### src/verilog/sparse_skip_pkg.sv
package sparse_skip_pkg;

  // configuration bus widths
  localparam int BUS_ADDR_W = 32;
  localparam int BUS_DATA_W = 32;

  // skip condition on the two source registers
  typedef enum logic {
    SASA_COND_OR  = 1'b0,
    SASA_COND_AND = 1'b1
  } sasa_cond_t;

  // layout of a word stored to the entry address
  typedef struct packed {
    logic [15:0] prev_pc;
    logic [4:0]  rs1;
    logic [4:0]  rs2;
    sasa_cond_t  cond;
    logic [4:0]  insts_to_skip;
  } sasa_entry_word_t;

  // layout of a word stored to the control address
  typedef struct packed {
    logic [29:0] reserved;
    logic        flush;
    logic        enable;
  } sasa_ctrl_word_t;

  // the same bus data seen as an entry or as a control word,
  // picked by the write address
  typedef union packed {
    sasa_entry_word_t entry;
    sasa_ctrl_word_t  ctrl;
  } sasa_word_u;

endpackage

### src/verilog/sasa_bus_arbiter.sv
`timescale 1ns/10ps

module sasa_bus_arbiter import sparse_skip_pkg::*; (
  input  logic                  CLK,
  input  logic                  nRST,
  input  logic                  req0,
  input  logic [BUS_ADDR_W-1:0] addr0,
  input  logic [BUS_DATA_W-1:0] data0,
  input  logic                  req1,
  input  logic [BUS_ADDR_W-1:0] addr1,
  input  logic [BUS_DATA_W-1:0] data1,
  output logic                  ack0,
  output logic                  ack1,
  output logic                  bus_wen,
  output logic [BUS_ADDR_W-1:0] bus_addr,
  output logic [BUS_DATA_W-1:0] bus_data
);

  localparam logic [1:0] ST_IDLE  = 2'd0;
  localparam logic [1:0] ST_WRITE = 2'd1;
  localparam logic [1:0] ST_ACK   = 2'd2;

  logic [1:0]            state_q;
  logic                  grant_q;
  logic                  grant;
  logic                  req_any;
  logic                  req_granted;
  logic                  ack_q;
  logic                  bus_wen_q;
  logic [BUS_ADDR_W-1:0] bus_addr_q;
  logic [BUS_DATA_W-1:0] bus_data_q;

  assign req_any = req0 | req1;

  // on contention serve the port that was not granted last time
  assign grant = (req0 && req1) ? ~grant_q : req1;

  // request line of the port currently being served
  assign req_granted = grant_q ? req1 : req0;

  always_ff @(posedge CLK, negedge nRST) begin
    if (!nRST) begin
      state_q   <= ST_IDLE;
      grant_q   <= 1'b1;
      ack_q     <= 1'b0;
      bus_wen_q <= 1'b0;
    end else begin
      bus_wen_q <= 1'b0;
      case (state_q)
        ST_IDLE: begin
          if (req_any) begin
            state_q <= ST_WRITE;
            grant_q <= grant;
          end
        end
        ST_WRITE: begin
          bus_wen_q <= 1'b1;
          state_q   <= ST_ACK;
        end
        ST_ACK: begin
          // raise ack once the bus write has gone out, drop it when req falls
          if (bus_wen_q) begin
            ack_q <= 1'b1;
          end else if (ack_q && !req_granted) begin
            ack_q   <= 1'b0;
            state_q <= ST_IDLE;
          end
        end
        default: begin
          state_q <= ST_IDLE;
        end
      endcase
    end
  end

  // capture the winner's address and data at grant time
  always_ff @(posedge CLK) begin
    if (state_q == ST_IDLE && req_any) begin
      bus_addr_q <= grant ? addr1 : addr0;
      bus_data_q <= grant ? data1 : data0;
    end
  end

  assign ack0     = ack_q & ~grant_q;
  assign ack1     = ack_q & grant_q;
  assign bus_wen  = bus_wen_q;
  assign bus_addr = bus_addr_q;
  assign bus_data = bus_data_q;

  a_ack_exclusive: assert property (@(posedge CLK) disable iff (!nRST) !(ack0 && ack1))
    else $error("both requester ports acknowledged at once");

  a_wen_single: assert property (@(posedge CLK) disable iff (!nRST) bus_wen |=> !bus_wen)
    else $error("bus_wen held high for more than one cycle");

endmodule

### src/verilog/sasa_table.sv
`timescale 1ns/10ps

module sasa_table import sparse_skip_pkg::*; #(
  parameter int                    SASA_ENTRIES = 16,
  parameter int                    SASA_WAYS    = 2,
  parameter logic [BUS_ADDR_W-1:0] SASA_ADDR    = 32'h1000
) (
  input  logic                  CLK,
  input  logic                  nRST,
  input  logic                  bus_wen,
  input  logic [BUS_ADDR_W-1:0] bus_addr,
  input  logic [BUS_DATA_W-1:0] bus_data,
  input  logic [15:0]           pc,
  input  logic                  pc_valid,
  output logic                  hit,
  output logic [4:0]            hit_rs1,
  output logic [4:0]            hit_rs2,
  output sasa_cond_t            hit_cond,
  output logic [4:0]            hit_skip
);

  localparam int SETS     = SASA_ENTRIES / SASA_WAYS;
  localparam int SET_BITS = $clog2(SETS);
  localparam int SET_W    = (SETS > 1) ? SET_BITS : 1;
  localparam int WAY_W    = (SASA_WAYS > 1) ? $clog2(SASA_WAYS) : 1;
  // pc[1:0] is the byte offset, the set index sits right above it
  localparam int TAG_W    = 14 - SET_BITS;

  // age per way, 0 is most recently used, SASA_WAYS-1 is the victim
  logic [SETS-1:0][SASA_WAYS-1:0][WAY_W-1:0] age_q;
  logic [SETS-1:0][SASA_WAYS-1:0]            valid_q;
  logic                                      enable_q;

  logic [TAG_W-1:0] tag_q  [SETS][SASA_WAYS];
  logic [4:0]       rs1_q  [SETS][SASA_WAYS];
  logic [4:0]       rs2_q  [SETS][SASA_WAYS];
  sasa_cond_t       cond_q [SETS][SASA_WAYS];
  logic [4:0]       skip_q [SETS][SASA_WAYS];

  sasa_word_u       wr_word;
  logic             entry_wen;
  logic             ctrl_wen;
  logic [SET_W-1:0] wr_set;
  logic [TAG_W-1:0] wr_tag;
  logic [SET_W-1:0] pc_set;
  logic [TAG_W-1:0] pc_tag;

  logic [SASA_WAYS-1:0] pc_match;
  logic [SASA_WAYS-1:0] wr_match;
  logic [WAY_W-1:0]     hit_way;
  logic [WAY_W-1:0]     wr_way;
  logic                 wr_exists;
  logic                 lookup_hit;

  logic [SASA_WAYS-1:0][WAY_W-1:0] hit_ages;
  logic [SASA_WAYS-1:0][WAY_W-1:0] base_ages;
  logic [SASA_WAYS-1:0][WAY_W-1:0] wr_ages;

  // make one way most recently used, ways younger than it age by one
  function automatic logic [SASA_WAYS-1:0][WAY_W-1:0] touch(
    input logic [SASA_WAYS-1:0][WAY_W-1:0] ages,
    input logic [WAY_W-1:0]                way
  );
    logic [SASA_WAYS-1:0][WAY_W-1:0] result;
    result = ages;
    for (int i = 0; i < SASA_WAYS; i++) begin
      if (ages[i] < ages[way]) begin
        result[i] = ages[i] + 1'b1;
      end
    end
    result[way] = '0;
    return result;
  endfunction

  // bus decode, the address tells which view of the word applies
  assign wr_word   = bus_data;
  assign entry_wen = bus_wen && (bus_addr == SASA_ADDR);
  assign ctrl_wen  = bus_wen && (bus_addr == SASA_ADDR + 32'd4);
  assign wr_set    = (SETS > 1) ? wr_word.entry.prev_pc[2 +: SET_W] : '0;
  assign wr_tag    = wr_word.entry.prev_pc[15 -: TAG_W];

  assign pc_set = (SETS > 1) ? pc[2 +: SET_W] : '0;
  assign pc_tag = pc[15 -: TAG_W];

  always_comb begin
    pc_match = '0;
    wr_match = '0;
    for (int w = 0; w < SASA_WAYS; w++) begin
      pc_match[w] = valid_q[pc_set][w] && (tag_q[pc_set][w] == pc_tag);
      wr_match[w] = valid_q[wr_set][w] && (tag_q[wr_set][w] == wr_tag);
    end
  end

  always_comb begin
    hit_way   = '0;
    wr_way    = '0;
    wr_exists = 1'b0;
    for (int w = 0; w < SASA_WAYS; w++) begin
      if (pc_match[w]) begin
        hit_way = WAY_W'(w);
      end
      if (wr_match[w]) begin
        wr_exists = 1'b1;
        wr_way    = WAY_W'(w);
      end
    end
    // a hit in the written set counts first, then the write on top of it
    hit_ages  = touch(age_q[pc_set], hit_way);
    base_ages = (lookup_hit && (wr_set == pc_set)) ? hit_ages : age_q[wr_set];
    if (!wr_exists) begin
      for (int w = 0; w < SASA_WAYS; w++) begin
        if (base_ages[w] == WAY_W'(SASA_WAYS - 1)) begin
          wr_way = WAY_W'(w);
        end
      end
    end
    wr_ages = touch(base_ages, wr_way);
  end

  assign lookup_hit = enable_q && pc_valid && (pc_match != '0);

  assign hit      = lookup_hit;
  assign hit_rs1  = lookup_hit ? rs1_q[pc_set][hit_way] : 5'd0;
  assign hit_rs2  = lookup_hit ? rs2_q[pc_set][hit_way] : 5'd0;
  assign hit_cond = lookup_hit ? cond_q[pc_set][hit_way] : SASA_COND_OR;
  assign hit_skip = lookup_hit ? skip_q[pc_set][hit_way] : 5'd0;

  always_ff @(posedge CLK, negedge nRST) begin
    if (!nRST) begin
      enable_q <= 1'b0;
      valid_q  <= '0;
      for (int s = 0; s < SETS; s++) begin
        for (int w = 0; w < SASA_WAYS; w++) begin
          age_q[s][w] <= WAY_W'(w);
        end
      end
    end else begin
      if (lookup_hit) begin
        age_q[pc_set] <= hit_ages;
      end
      // wr_ages already folds in a same-set hit
      if (entry_wen) begin
        valid_q[wr_set][wr_way] <= 1'b1;
        age_q[wr_set]           <= wr_ages;
      end
      if (ctrl_wen) begin
        enable_q <= wr_word.ctrl.enable;
        if (wr_word.ctrl.flush) begin
          valid_q <= '0;
        end
      end
    end
  end

  always_ff @(posedge CLK) begin
    if (entry_wen) begin
      tag_q[wr_set][wr_way]  <= wr_tag;
      rs1_q[wr_set][wr_way]  <= wr_word.entry.rs1;
      rs2_q[wr_set][wr_way]  <= wr_word.entry.rs2;
      cond_q[wr_set][wr_way] <= wr_word.entry.cond;
      skip_q[wr_set][wr_way] <= wr_word.entry.insts_to_skip;
    end
  end

  // in-place update on rewrite keeps tags unique within a set
  a_single_match: assert property (@(posedge CLK) disable iff (!nRST)
    $onehot0(pc_match) && (!entry_wen || $onehot0(wr_match)))
    else $error("more than one way matches in a set");

endmodule

### src/verilog/skip_decider.sv
`timescale 1ns/10ps

module skip_decider import sparse_skip_pkg::*; (
  input  logic        CLK,
  input  logic        nRST,
  input  logic [31:0] pc,
  input  logic        hit,
  input  logic [4:0]  hit_rs1,
  input  logic [4:0]  hit_rs2,
  input  sasa_cond_t  hit_cond,
  input  logic [4:0]  hit_skip,
  input  logic [31:0] zero_flags,
  output logic        skip,
  output logic [31:0] skip_pc,
  output logic [4:0]  skip_count
);

  logic        rs1_zero;
  logic        rs2_zero;
  logic        cond_met;
  logic [31:0] skip_dist;

  assign rs1_zero = zero_flags[hit_rs1];
  assign rs2_zero = zero_flags[hit_rs2];

  always_comb begin
    case (hit_cond)
      SASA_COND_AND: cond_met = rs1_zero & rs2_zero;
      default:       cond_met = rs1_zero | rs2_zero;
    endcase
  end

  // resume after the hit instruction plus the skipped ones
  assign skip_dist = ({27'd0, hit_skip} + 32'd1) << 2;

  always_ff @(posedge CLK, negedge nRST) begin
    if (!nRST) begin
      skip <= 1'b0;
    end else begin
      skip <= hit && cond_met;
    end
  end

  always_ff @(posedge CLK) begin
    skip_pc    <= pc + skip_dist;
    skip_count <= hit_skip;
  end

  a_skip_after_hit: assert property (@(posedge CLK) disable iff (!nRST) skip |-> $past(hit))
    else $error("skip raised without a table hit in the previous cycle");

endmodule

### src/verilog/sparse_skip_top.sv
`timescale 1ns/10ps

module sparse_skip_top import sparse_skip_pkg::*; #(
  parameter int                    SASA_ENTRIES = 16,
  parameter int                    SASA_WAYS    = 2,
  parameter logic [BUS_ADDR_W-1:0] SASA_ADDR    = 32'h1000
) (
  input  logic                  CLK,
  input  logic                  nRST,
  input  logic                  req0,
  input  logic [BUS_ADDR_W-1:0] addr0,
  input  logic [BUS_DATA_W-1:0] data0,
  input  logic                  req1,
  input  logic [BUS_ADDR_W-1:0] addr1,
  input  logic [BUS_DATA_W-1:0] data1,
  input  logic [31:0]           pc,
  input  logic                  pc_valid,
  input  logic                  wb_wen,
  input  logic [4:0]            wb_rd,
  input  logic [31:0]           wb_data,
  output logic                  ack0,
  output logic                  ack1,
  output logic                  skip,
  output logic [31:0]           skip_pc,
  output logic [4:0]            skip_count
);

  // configuration bus
  logic                  bus_wen;
  logic [BUS_ADDR_W-1:0] bus_addr;
  logic [BUS_DATA_W-1:0] bus_data;

  // lookup result and register state
  logic        hit;
  logic [4:0]  hit_rs1;
  logic [4:0]  hit_rs2;
  sasa_cond_t  hit_cond;
  logic [4:0]  hit_skip;
  logic [31:0] zero_flags;

  sasa_bus_arbiter u_arbiter (
    .CLK      (CLK),
    .nRST     (nRST),
    .req0     (req0),
    .addr0    (addr0),
    .data0    (data0),
    .req1     (req1),
    .addr1    (addr1),
    .data1    (data1),
    .ack0     (ack0),
    .ack1     (ack1),
    .bus_wen  (bus_wen),
    .bus_addr (bus_addr),
    .bus_data (bus_data)
  );

  // the table only sees the low 16 bits of the fetch address
  sasa_table #(
    .SASA_ENTRIES (SASA_ENTRIES),
    .SASA_WAYS    (SASA_WAYS),
    .SASA_ADDR    (SASA_ADDR)
  ) u_table (
    .CLK      (CLK),
    .nRST     (nRST),
    .bus_wen  (bus_wen),
    .bus_addr (bus_addr),
    .bus_data (bus_data),
    .pc       (pc[15:0]),
    .pc_valid (pc_valid),
    .hit      (hit),
    .hit_rs1  (hit_rs1),
    .hit_rs2  (hit_rs2),
    .hit_cond (hit_cond),
    .hit_skip (hit_skip)
  );

  sparsity_tracker u_tracker (
    .CLK        (CLK),
    .nRST       (nRST),
    .wb_wen     (wb_wen),
    .wb_rd      (wb_rd),
    .wb_data    (wb_data),
    .zero_flags (zero_flags)
  );

  skip_decider u_decider (
    .CLK        (CLK),
    .nRST       (nRST),
    .pc         (pc),
    .hit        (hit),
    .hit_rs1    (hit_rs1),
    .hit_rs2    (hit_rs2),
    .hit_cond   (hit_cond),
    .hit_skip   (hit_skip),
    .zero_flags (zero_flags),
    .skip       (skip),
    .skip_pc    (skip_pc),
    .skip_count (skip_count)
  );

endmodule

### src/verilog/sparsity_tracker.sv
`timescale 1ns/10ps

module sparsity_tracker (
  input  logic        CLK,
  input  logic        nRST,
  input  logic        wb_wen,
  input  logic [4:0]  wb_rd,
  input  logic [31:0] wb_data,
  output logic [31:0] zero_flags
);

  // one flag per architectural register, x0 is hardwired
  logic [31:1] flags_q;
  logic        wb_zero;

  assign wb_zero = (wb_data == 32'd0);

  always_ff @(posedge CLK, negedge nRST) begin
    if (!nRST) begin
      // the register file comes out of reset all zero
      flags_q <= '1;
    end else if (wb_wen && (wb_rd != 5'd0)) begin
      flags_q[wb_rd] <= wb_zero;
    end
  end

  assign zero_flags = {flags_q, 1'b1};

endmodule
### config.mk
export PLATFORM = sky130hd
export DESIGN_NAME = sparse_skip_top
export DESIGN_NICKNAME = d
export VERILOG_FILES = /design/src/verilog/sparse_skip_pkg.sv /design/src/verilog/sasa_bus_arbiter.sv /design/src/verilog/sasa_table.sv /design/src/verilog/skip_decider.sv /design/src/verilog/sparse_skip_top.sv /design/src/verilog/sparsity_tracker.sv
export SDC_FILE = /design/constraint.sdc
export NUM_CORES = 1
export LEC_CHECK = 0
export ABC_AREA = 1
export BUFFER_PORTS_ARGS = -buffer_cell sky130_fd_sc_hd__buf_4
export CORE_UTILIZATION = 35
export DETAILED_ROUTE_END_ITERATION = 8
export PLACE_DENSITY = 0.58
export RECOVER_POWER = 25
export SYNTH_ARGS = -nofsm -noshare
export SYNTH_HDL_FRONTEND = slang
export SYNTH_HIERARCHICAL = 1
export SYNTH_SLANG_ARGS = --single-unit
### constraint.sdc
create_clock -name CLK -period 5.2 [get_ports CLK]
set_input_delay 0 -clock CLK [delete_from_list [all_inputs] [get_ports CLK]]
set_output_delay 0 -clock CLK [all_outputs]
set_load 0.02 [all_outputs]
==> key figures, run 1 <==
Critical path
  – WP data arrival: 5470 ps
  – WP data required: 5760 ps
  – Crit path max fanout: 9
  – Critical path class: reg -> reg
  – Startpoint Class: register
  – Max incr delay on CP: 560 ps
  – Critical Path Most Common Cell: nand2_1
  – Setup crit end kind: register
  – Worst path slowest cell: dlygate4sd3_1

Placed design
  – Hpwl dp: 56.9 mm
  – RePlAce Congestion: 0.932
  – DP Area: 31,200 um^2
  – Placed Cells: 4,069
  – Port Buffer Count: 238
  – Place WS: 703 ps

Clock tree
  – CTS tree: done
  – Clock transition at path regs: 60 ps
  – CTS Sinks: 601
  – CTS H-Tree Depth: 3
  – Skew-Pair Late Insertion Delay: 640 ps
  – Root buffer cell: clkbuf_16
  – CTS buffer count: 70
  – CTS Buffer Depth: 3

Drt
  – Via/cell ratio: 5.08
  – TritonRoute pass-1 iters: 5
  – Final wirelength: 88.1 mm
  – Routed Antenna Nets: 0
  – Post-route DRC: 0
  – Via count: 22,400
  – DR WL/cell: 20.0 um
  – Iter 0 DRT Violations: 1,865

Yosys
  – Synthesized cell area: 27,900 um^2
  – Mapped Cells: 2,799
  – Synth Area per Inst: 9.97 um^2
  – Syn_nets: 3,010
  – Synth Warn #: 6

Floorplanning
  – Die width: 284 um
  – Site Rows: 103
  – DIE AREA: 80,800 um^2
  – Ports: 243
  – Initial Utilization: 0.354
  – Die height: 284 um
  – Core Box Area: 78,900 um^2

Final layout
  – Layout Nets: 3,504
  – Most frequent cells in the layout: nand2_1 (944), edfxtp_1 (494), buf_4 (313)
  – Post-layout instance count excluding filler cells: 4,400
  – Commonest non-fill, non-tap cell in the layout: nand2_1
  – Post-route cell area: 35,800 um^2
  – Layout cells sized above 1: 0.176
  – Ant diodes: 0
  – Utilization after layout: 0.454
  – Area Growth Syn to Fin: 28.5%

STA
  – Clk_skew: 32.9 ps
  – Period utilization: 0.945
  – Tmin final: 4910 ps
  – Hold Slack: 47.4 ps
  – Final-report setup violation count: 0
  – Final hold viol count: 0
  – Slew of the pin with the lowest slew margin: 3870 ps
  – Fmax: 0.203 GHz
  – Post-Route Setup TNS: 0 ps
  – Slew headroom: -1.58
  – Max-slew violations: 65
  – Setup ws final: 286 ps

Pwr
  – Leak Pwr: 14.5 nW
  – Total Power: 13.7 mW
  – Maximum vdd ir drop: 0.290 mV
  – P per Cell Area: 383 nW/um^2

Global routing
  – First-pass GRT wire length: 131 mm
  – Largest net degree at the start of global routing: 120
  – All-layer global routing usage: 0.214
  – Initial antenna violation count: 0
  – Gr ovfl total: 0
  – Vias in the first global route: 21,400

Run status
  – Run status: finished, violations left
  – Failing checks: capacitance limit, slew limit

Min path
  – Hold Crit Class: in -> reg

Run
  – Max Cap Viol: 1
## sequential cells by signal, summed over array words and instances, names as in the netlist
signal and flops:
u_table/tag_q 176, u_table/rs1_q 80, u_table/rs2_q 80, u_table/skip_q 80
u_arbiter/bus_addr 32, u_decider/skip_pc 32, u_tracker/flags_q 31, u_arbiter/bus_data 30
u_table/age_q 16, u_table/cond_q 16, u_table/valid_q 16, u_decider/skip_count 5
u_arbiter/state_q 2, u_arbiter/ack_q 1, u_arbiter/bus_wen 1, u_arbiter/grant_q 1
u_decider/skip 1, u_table/enable_q 1
## timing repair
action,in CTS,in global routing
hold buffers,194,0
hold endpoints to repair,157,0
endpoints found under the setup margin,0,3
resized for setup,0,25
buffers inserted,0,8
## where the power goes
| group | internal [mW] | switching (mW) | leakage (nW) |
|---|---|---|---|
| registers | 5.79 | 0.365 | 5.53 |
| logic | 0.778 | 1.45 | 7.74 |
| clock network | 3.27 | 2.08 | 1.22 |
## path summary, 6_finish.rpt
kind                                                    from                                end  slack (ps)  cells after the start
min in group asynchronous                               nRST       u_table/enable_q$_DFFE_PN0P_         470                      3
max in group asynchronous                               nRST       u_table/valid_q[8]$_DFF_PN0_        1500                      3
max reg2reg                     u_table/valid_q[7]$_DFF_PN0_      u_decider/skip_pc[27]$_DFF_P_         290                     29
max                             u_table/valid_q[7]$_DFF_PN0_      u_decider/skip_pc[27]$_DFF_P_         290                     29
min reg2reg                u_tracker/flags_q[24]$_DFFE_PN1P_  u_tracker/flags_q[24]$_DFFE_PN1P_         490                      2
min                                                    pc[0]       u_decider/skip_pc[0]$_DFF_P_          50                      2
## critical path, delay by kind of cell, from the launching register on
kind,cells,cell delay (ps)
adders and majority gates,2,520
AOI/OAI and AO/OA,5,510
and+or+nand+nor,17,1920
buffers and inverters,4,1350
DFF,1,360
xor gates and xnor gates,1,170
## cell type report
type	instances	area (um^2)
clock inverters	49	747
repair buffers	532	4690
clock buffers	80	1790
fillers	7380	43000
inverters	224	858
multi-input cells	1864	9060
flip-flops and latches	601	17400
well taps	1050	1310
## layer usage
| layer | global-route usage | share of wire |
|---|---|---|
| met1 | 0.291 | 0.43 |
| met2 | 0.353 | 0.47 |
| met3 | 0.0309 | 0.073 |
| met4 | 0.0664 | 0.025 |
| met5 | 0 | 0 |
Power figures use the tool's default switching activity.
==> run 2, diff against run 1 <==
--- a/config.mk
+++ b/config.mk
@@ -7,9 +7,11 @@
 export LEC_CHECK = 0
 export ABC_AREA = 1
 export BUFFER_PORTS_ARGS = -buffer_cell sky130_fd_sc_hd__buf_4
+export CELL_PAD_IN_SITES_DETAIL_PLACEMENT = 0
+export CELL_PAD_IN_SITES_GLOBAL_PLACEMENT = 1
 export CORE_UTILIZATION = 35
 export DETAILED_ROUTE_END_ITERATION = 8
-export PLACE_DENSITY = 0.58
+export PLACE_DENSITY = 0.68
 export RECOVER_POWER = 25
 export SYNTH_ARGS = -nofsm -noshare
 export SYNTH_HDL_FRONTEND = slang
==> key figures, run 2 (synthesis results as in run 1) <==
Critical path
  – Crit path max fanout: 5
  – Setup crit end kind: register
  – WP data required: 5680 ps
  – Max incr delay on CP: 570 ps
  – Critical Path Most Common Cell: nand2_1
  – Critical path class: reg -> reg
  – WP data arrival: 5370 ps
  – Startpoint Class: register
  – Worst path slowest cell: dlygate4sd3_1

Pwr
  – Sw Pwr: 3.88 mW
  – Clk pwr share: 0.362
  – P per Cell Area: 371 nW/um^2
  – Sw frac: 0.293
  – Internal power: 9.34 mW
  – Leak Pwr: 14.4 nW
  – Total Power: 13.2 mW
  – Maximum vdd ir drop: 0.208 mV
  – Combinational Power Share: 0.173
  – Reg power frac: 0.465

Global routing
  – Largest net degree at the start of global routing: 71
  – First-pass GRT wire length: 136 mm
  – Vias in the first global route: 22,200
  – All-layer global routing usage: 0.222
  – Gr ovfl total: 0
  – Initial antenna violation count: 1

Drt
  – Metal2 WL: 42.8 mm
  – Final wirelength: 91.2 mm
  – Met3 WL: 6.45 mm
  – Routed Antenna Nets: 0
  – TritonRoute pass-1 iters: 5
  – Top Layer Used: met5
  – Iter 0 DRT Violations: 2,055
  – Via/cell ratio: 5.16
  – Post-route DRC: 0
  – Via count: 22,700
  – DRT met1 WL: 39.9 mm
  – DR WL/cell: 20.8 um

STA
  – Setup ws final: 312 ps
  – Clk_skew: 30.0 ps
  – Slew of the pin with the lowest slew margin: 4110 ps
  – Fmax: 0.205 GHz
  – Period utilization: 0.940
  – Slew headroom: -1.74
  – Final-report setup violation count: 0
  – Tmin final: 4890 ps
  – Max-slew violations: 71
  – Final hold viol count: 0
  – Hold Slack: 17.5 ps
  – Post-Route Setup TNS: 0 ps

Floorplanning
  – Die width: 284 um
  – Initial Utilization: 0.354
  – DIE AREA: 80,800 um^2
  – Ports: 243
  – Site Rows: 103
  – Core Box Area: 78,900 um^2
  – Die height: 284 um

Clock tree
  – CTS Buffer Depth: 3
  – CTS tree: done
  – Clock transition at path regs: 60 ps
  – Root buffer cell: clkbuf_16
  – Skew-Pair Late Insertion Delay: 630 ps
  – CTS H-Tree Depth: 3
  – CTS Sinks: 601
  – CTS buffer count: 70

Placed design
  – RePlAce Congestion: 0.898
  – Place WS: 515 ps
  – Placed Cells: 4,066
  – Port Buffer Count: 238
  – Hpwl dp: 58.6 mm

Final layout
  – Fillers: 7,409
  – Layout Nets: 3,493
  – Layout cells sized above 1: 0.170
  – Reg area: 17,400 um^2
  – Commonest non-fill, non-tap cell in the layout: nand2_1
  – Multi-input gate area: 9030 um^2
  – Biggest register: u_table/tag_q
  – Most frequent cells in the layout: nand2_1 (944), edfxtp_1 (494), buf_4 (285)
  – Max reg flops: 176
  – Post-layout instance count excluding filler cells: 4,388
  – Area Growth Syn to Fin: 27.8%

Run
  – Max Cap Viol: 1

Run status
  – Run status: finished, violations left
  – Failing checks: capacitance limit, slew limit

Min path
  – Hold Crit Class: in -> reg
## run 2: worst paths after layout
kind | start | to | slack (ps) | cells after the start
max | u_table/tag_q[3][2]$_DFFE_PP_ | u_decider/skip_pc[30]$_DFF_P_ | 310 | 30
min in group asynchronous | nRST | u_decider/skip$_DFF_PN0_ | 1360 | 2
max in group asynchronous | nRST | u_table/valid_q[10]$_DFF_PN0_ | 1490 | 2
min reg2reg | u_tracker/flags_q[6]$_DFFE_PN1P_ | u_tracker/flags_q[6]$_DFFE_PN1P_ | 490 | 2
max reg2reg | u_table/tag_q[3][2]$_DFFE_PP_ | u_decider/skip_pc[30]$_DFF_P_ | 310 | 30
min | pc[2] | u_decider/skip_pc[2]$_DFF_P_ | 20 | 3
## run 2: repair_timing
item / CTS / global route
buffers inserted: 0 / 3
gates resized for setup: 0 / 20
hold endpoints to repair: 160 / 0
hold buffers: 191 / 0
endpoints found under the setup margin: 0 / 1
## run 2: critical path: cells and delay by family, from the launching register on
kind,cells,cell delay (ps)
compound gates,2,150
buf+inv,7,1640
xor+xnor,1,150
simple gates,19,2140
flops,1,370
fa+ha+maj,1,290
## run 2: layout make-up
type                    instances  share of cell area
flip-flops and latches        601               0.487
well taps                    1050              0.0369
multi-input cells            1864               0.253
repair buffers                521               0.136
diodes                          1           0.0000702
clock buffers                  99              0.0542
inverters                     224              0.0240
clock inverters                28             0.00835
## run 2: metal layers
layer | global-route usage | vias up
li1 | - | 10600
met1 | 0.303 | 11000
met2 | 0.365 | 938
met3 | 0.0346 | 140
met4 | 0.0602 | 2
met5 | 0 | -
## run 2: power by group through the flow
stage | sequential, mW | combinational, mW | clock, mW
after floorplan | 6.11 | 1.25 | 0
after global placement | 6.21 | 2.06 | 0
after detailed placement | 6.25 | 2.07 | 0
after CTS | 6.15 | 2.27 | 4.89
after global routing | 6.19 | 2.47 | 5.07
final | 6.15 | 2.29 | 4.78
## run 2: stage by stage
| step | area (um^2) | util |
|---|---|---|
| 2_1_floorplan | 27900 | - |
| 3_3_place_gp | 31400 | 0.399 |
| 3_5_place_dp | 31400 | 0.399 |
| 4_1_cts | 35600 | 0.451 |
| 5_1_grt | 35600 | 0.452 |
| 6_report | 35600 | 0.452 |
==> run 3, diff against run 2 <==
--- a/config.mk
+++ b/config.mk
@@ -11,7 +11,7 @@
 export CELL_PAD_IN_SITES_GLOBAL_PLACEMENT = 1
 export CORE_UTILIZATION = 35
 export DETAILED_ROUTE_END_ITERATION = 8
-export PLACE_DENSITY = 0.68
+export PLACE_DENSITY_LB_ADDON = 0.1
 export RECOVER_POWER = 25
 export SYNTH_ARGS = -nofsm -noshare
 export SYNTH_HDL_FRONTEND = slang
==> key figures, run 3 (synthesis results as in run 1) <==
Run status
  – Run status: finished, violations left
  – Failing checks: capacitance limit, slew limit

Final layout
  – Most frequent cells in the layout: nand2_1 (946), edfxtp_1 (494), buf_4 (304)
  – Post-route cell area: 35,600 um^2
  – Fillers: 7,519
  – Layout cells sized above 1: 0.170
  – Max reg flops: 176
  – Multi-input gate area: 8980 um^2
  – Post-layout instance count excluding filler cells: 4,399
  – Area Growth Syn to Fin: 27.8%
  – Reg area: 17,400 um^2
  – Layout Nets: 3,501
  – Commonest non-fill, non-tap cell in the layout: nand2_1
  – Biggest register: u_table/tag_q

Placed design
  – Hpwl dp: 60.8 mm
  – DP Area: 31,400 um^2
  – RePlAce Congestion: 0.860
  – Placed Cells: 4,078
  – Port Buffer Count: 238

Floorplanning
  – Site Rows: 103
  – Ports: 243
  – Initial Utilization: 0.354
  – DIE AREA: 80,800 um^2
  – Die height: 284 um
  – Core Box Area: 78,900 um^2
  – Die width: 284 um

Critical path
  – WP data arrival: 5270 ps
  – RR Endpoint: u_decider/skip_pc[25]$_DFF_P_
  – Critical Path Most Common Cell: nand2_1
  – Startpoint Class: register
  – Critical path class: reg -> reg
  – Crit path max fanout: 7
  – Flop2flop setup slack: 480 ps
  – Worst path slowest cell: dlygate4sd3_1
  – WP data required: 5750 ps
  – Worst Setup SP: u_table/tag_q[4][9]$_DFFE_PP_
  – Max incr delay on CP: 550 ps
  – Setup crit end kind: register
  – R2R Path Start: u_table/tag_q[4][9]$_DFFE_PP_
  – Worst R2R Path Depth: 25

Clock tree
  – Clock transition at path regs: 60 ps
  – CTS Sinks: 601
  – Root buffer cell: clkbuf_16
  – # Post-CTS Setup Buffers: 0
  – CTS Buffer Depth: 3
  – CTS tree: done
  – Skew-Pair Late Insertion Delay: 630 ps
  – CTS buffer count: 71
  – CTS H-Tree Depth: 3

Drt
  – Via count: 22,400
  – Metal2 WL: 43.0 mm
  – Routed Antenna Nets: 0
  – Via/cell ratio: 5.09
  – TritonRoute pass-1 iters: 6
  – DRT met1 WL: 41.4 mm
  – Top Layer Used: met4
  – Iter 0 DRT Violations: 1,730
  – Final wirelength: 91.9 mm
  – Post-route DRC: 0
  – Met3 WL: 5.77 mm
  – DR WL/cell: 20.9 um

STA
  – Slew headroom: -1.21
  – Tmin final: 4720 ps
  – Final hold viol count: 0
  – Final-report setup violation count: 0
  – Clk_skew: 23.5 ps
  – Period utilization: 0.907
  – Unrepaired setup endpoints after global routing: no
  – Max-slew violations: 53
  – Post-Route Setup TNS: 0 ps
  – Fmax: 0.212 GHz
  – Slew of the pin with the lowest slew margin: 3320 ps

Pwr
  – Leak Pwr: 14.4 nW
  – Maximum vdd ir drop: 0.203 mV
  – P per Cell Area: 378 nW/um^2

Run
  – Max Cap Viol: 1

Global routing
  – Gr ovfl total: 0
  – Initial antenna violation count: 0
  – Vias in the first global route: 22,000
  – All-layer global routing usage: 0.224
  – Largest net degree at the start of global routing: 64
  – First-pass GRT wire length: 136 mm

Min path
  – Worst hold endpoint: u_tracker/flags_q[20]$_DFFE_PN1P_
  – Hold Crit Start: wb_wen
  – Hold Crit Class: in -> reg
  – Cells on Worst Hold Path: 5
## run 3: cell count changes in the layout (fill, tap and decap cells not counted), sizes merged
cell / before / now
bufinv: 3 / 5
clkinvlp: 1 / 3
inv: 224 / 225
dlygate4sd3: 191 / 189
clkbuf: 106 / 104
clkinv: 24 / 26
buf: 323 / 331
## run 3: how the worst max path moves through the flow
stage                     slack, ps                              to  depth (start not counted)
after floorplan                1600  u_table/cond_q[0][1]$_DFFE_PP_                         14
after global placement          620   u_decider/skip_pc[25]$_DFF_P_                         21
after detailed placement        580   u_decider/skip_pc[25]$_DFF_P_                         21
after CTS                       420   u_decider/skip_pc[22]$_DFF_P_                         27
after global routing              5   u_decider/skip_pc[25]$_DFF_P_                         27
final                           480   u_decider/skip_pc[25]$_DFF_P_                         25
## run 3: where the power goes
part | leakage [nW] | switching [mW] | internal, mW | total, mW
registers | 5.53 | 0.375 | 5.79 | 6.16
clock network | 1.15 | 2.07 | 2.93 | 5.00
logic | 7.75 | 1.51 | 0.785 | 2.29
total | 14.4 | 3.95 | 9.50 | 13.5
## run 3: through the flow
stage	util	power [mW]	hold slack, ps	worst slack [ps]
global placement	0.398	8.33	-112	616
detailed placement	0.398	8.36	-103	582
global route	0.452	14.0	122	4.96
floorplan	-	7.36	-296	1600
CTS	0.452	13.6	14.9	423
finish	0.452	13.5	103	482
## run 3: repair_timing
action / 4_1_cts / 5_1_grt
gates resized for setup: 0 / 0
hold buffers: 189 / 0
hold endpoints to repair: 176 / 0
## run 3: cell type report
cell class                 instances  area share
multi-input combinational       1864       0.252
tap                             1050      0.0369
sequential                       601       0.488
clock inverter                    35      0.0114
clock buffer                      96      0.0547
antenna                            1   0.0000702
timing repair buffer             528       0.133
inverter                         224      0.0240
## run 3: metal layers
layer,track usage,vias up
met5,0,-
met4,0.0608,0
met3,0.0335,120
met2,0.363,752
met1,0.313,10900
li1,-,10600
## run 3: worst max-delay path: cells and delay by family, from the launching register on
| family | cells | cell delay, ps |
|---|---|---|
| AND/OR/NAND/NOR | 18 | 2800 |
| AO/OA/AOI/OAI | 3 | 360 |
| adder cells (fa/ha/maj) | 1 | 280 |
| flip-flops | 1 | 380 |
| buffers and inverters | 3 | 780 |
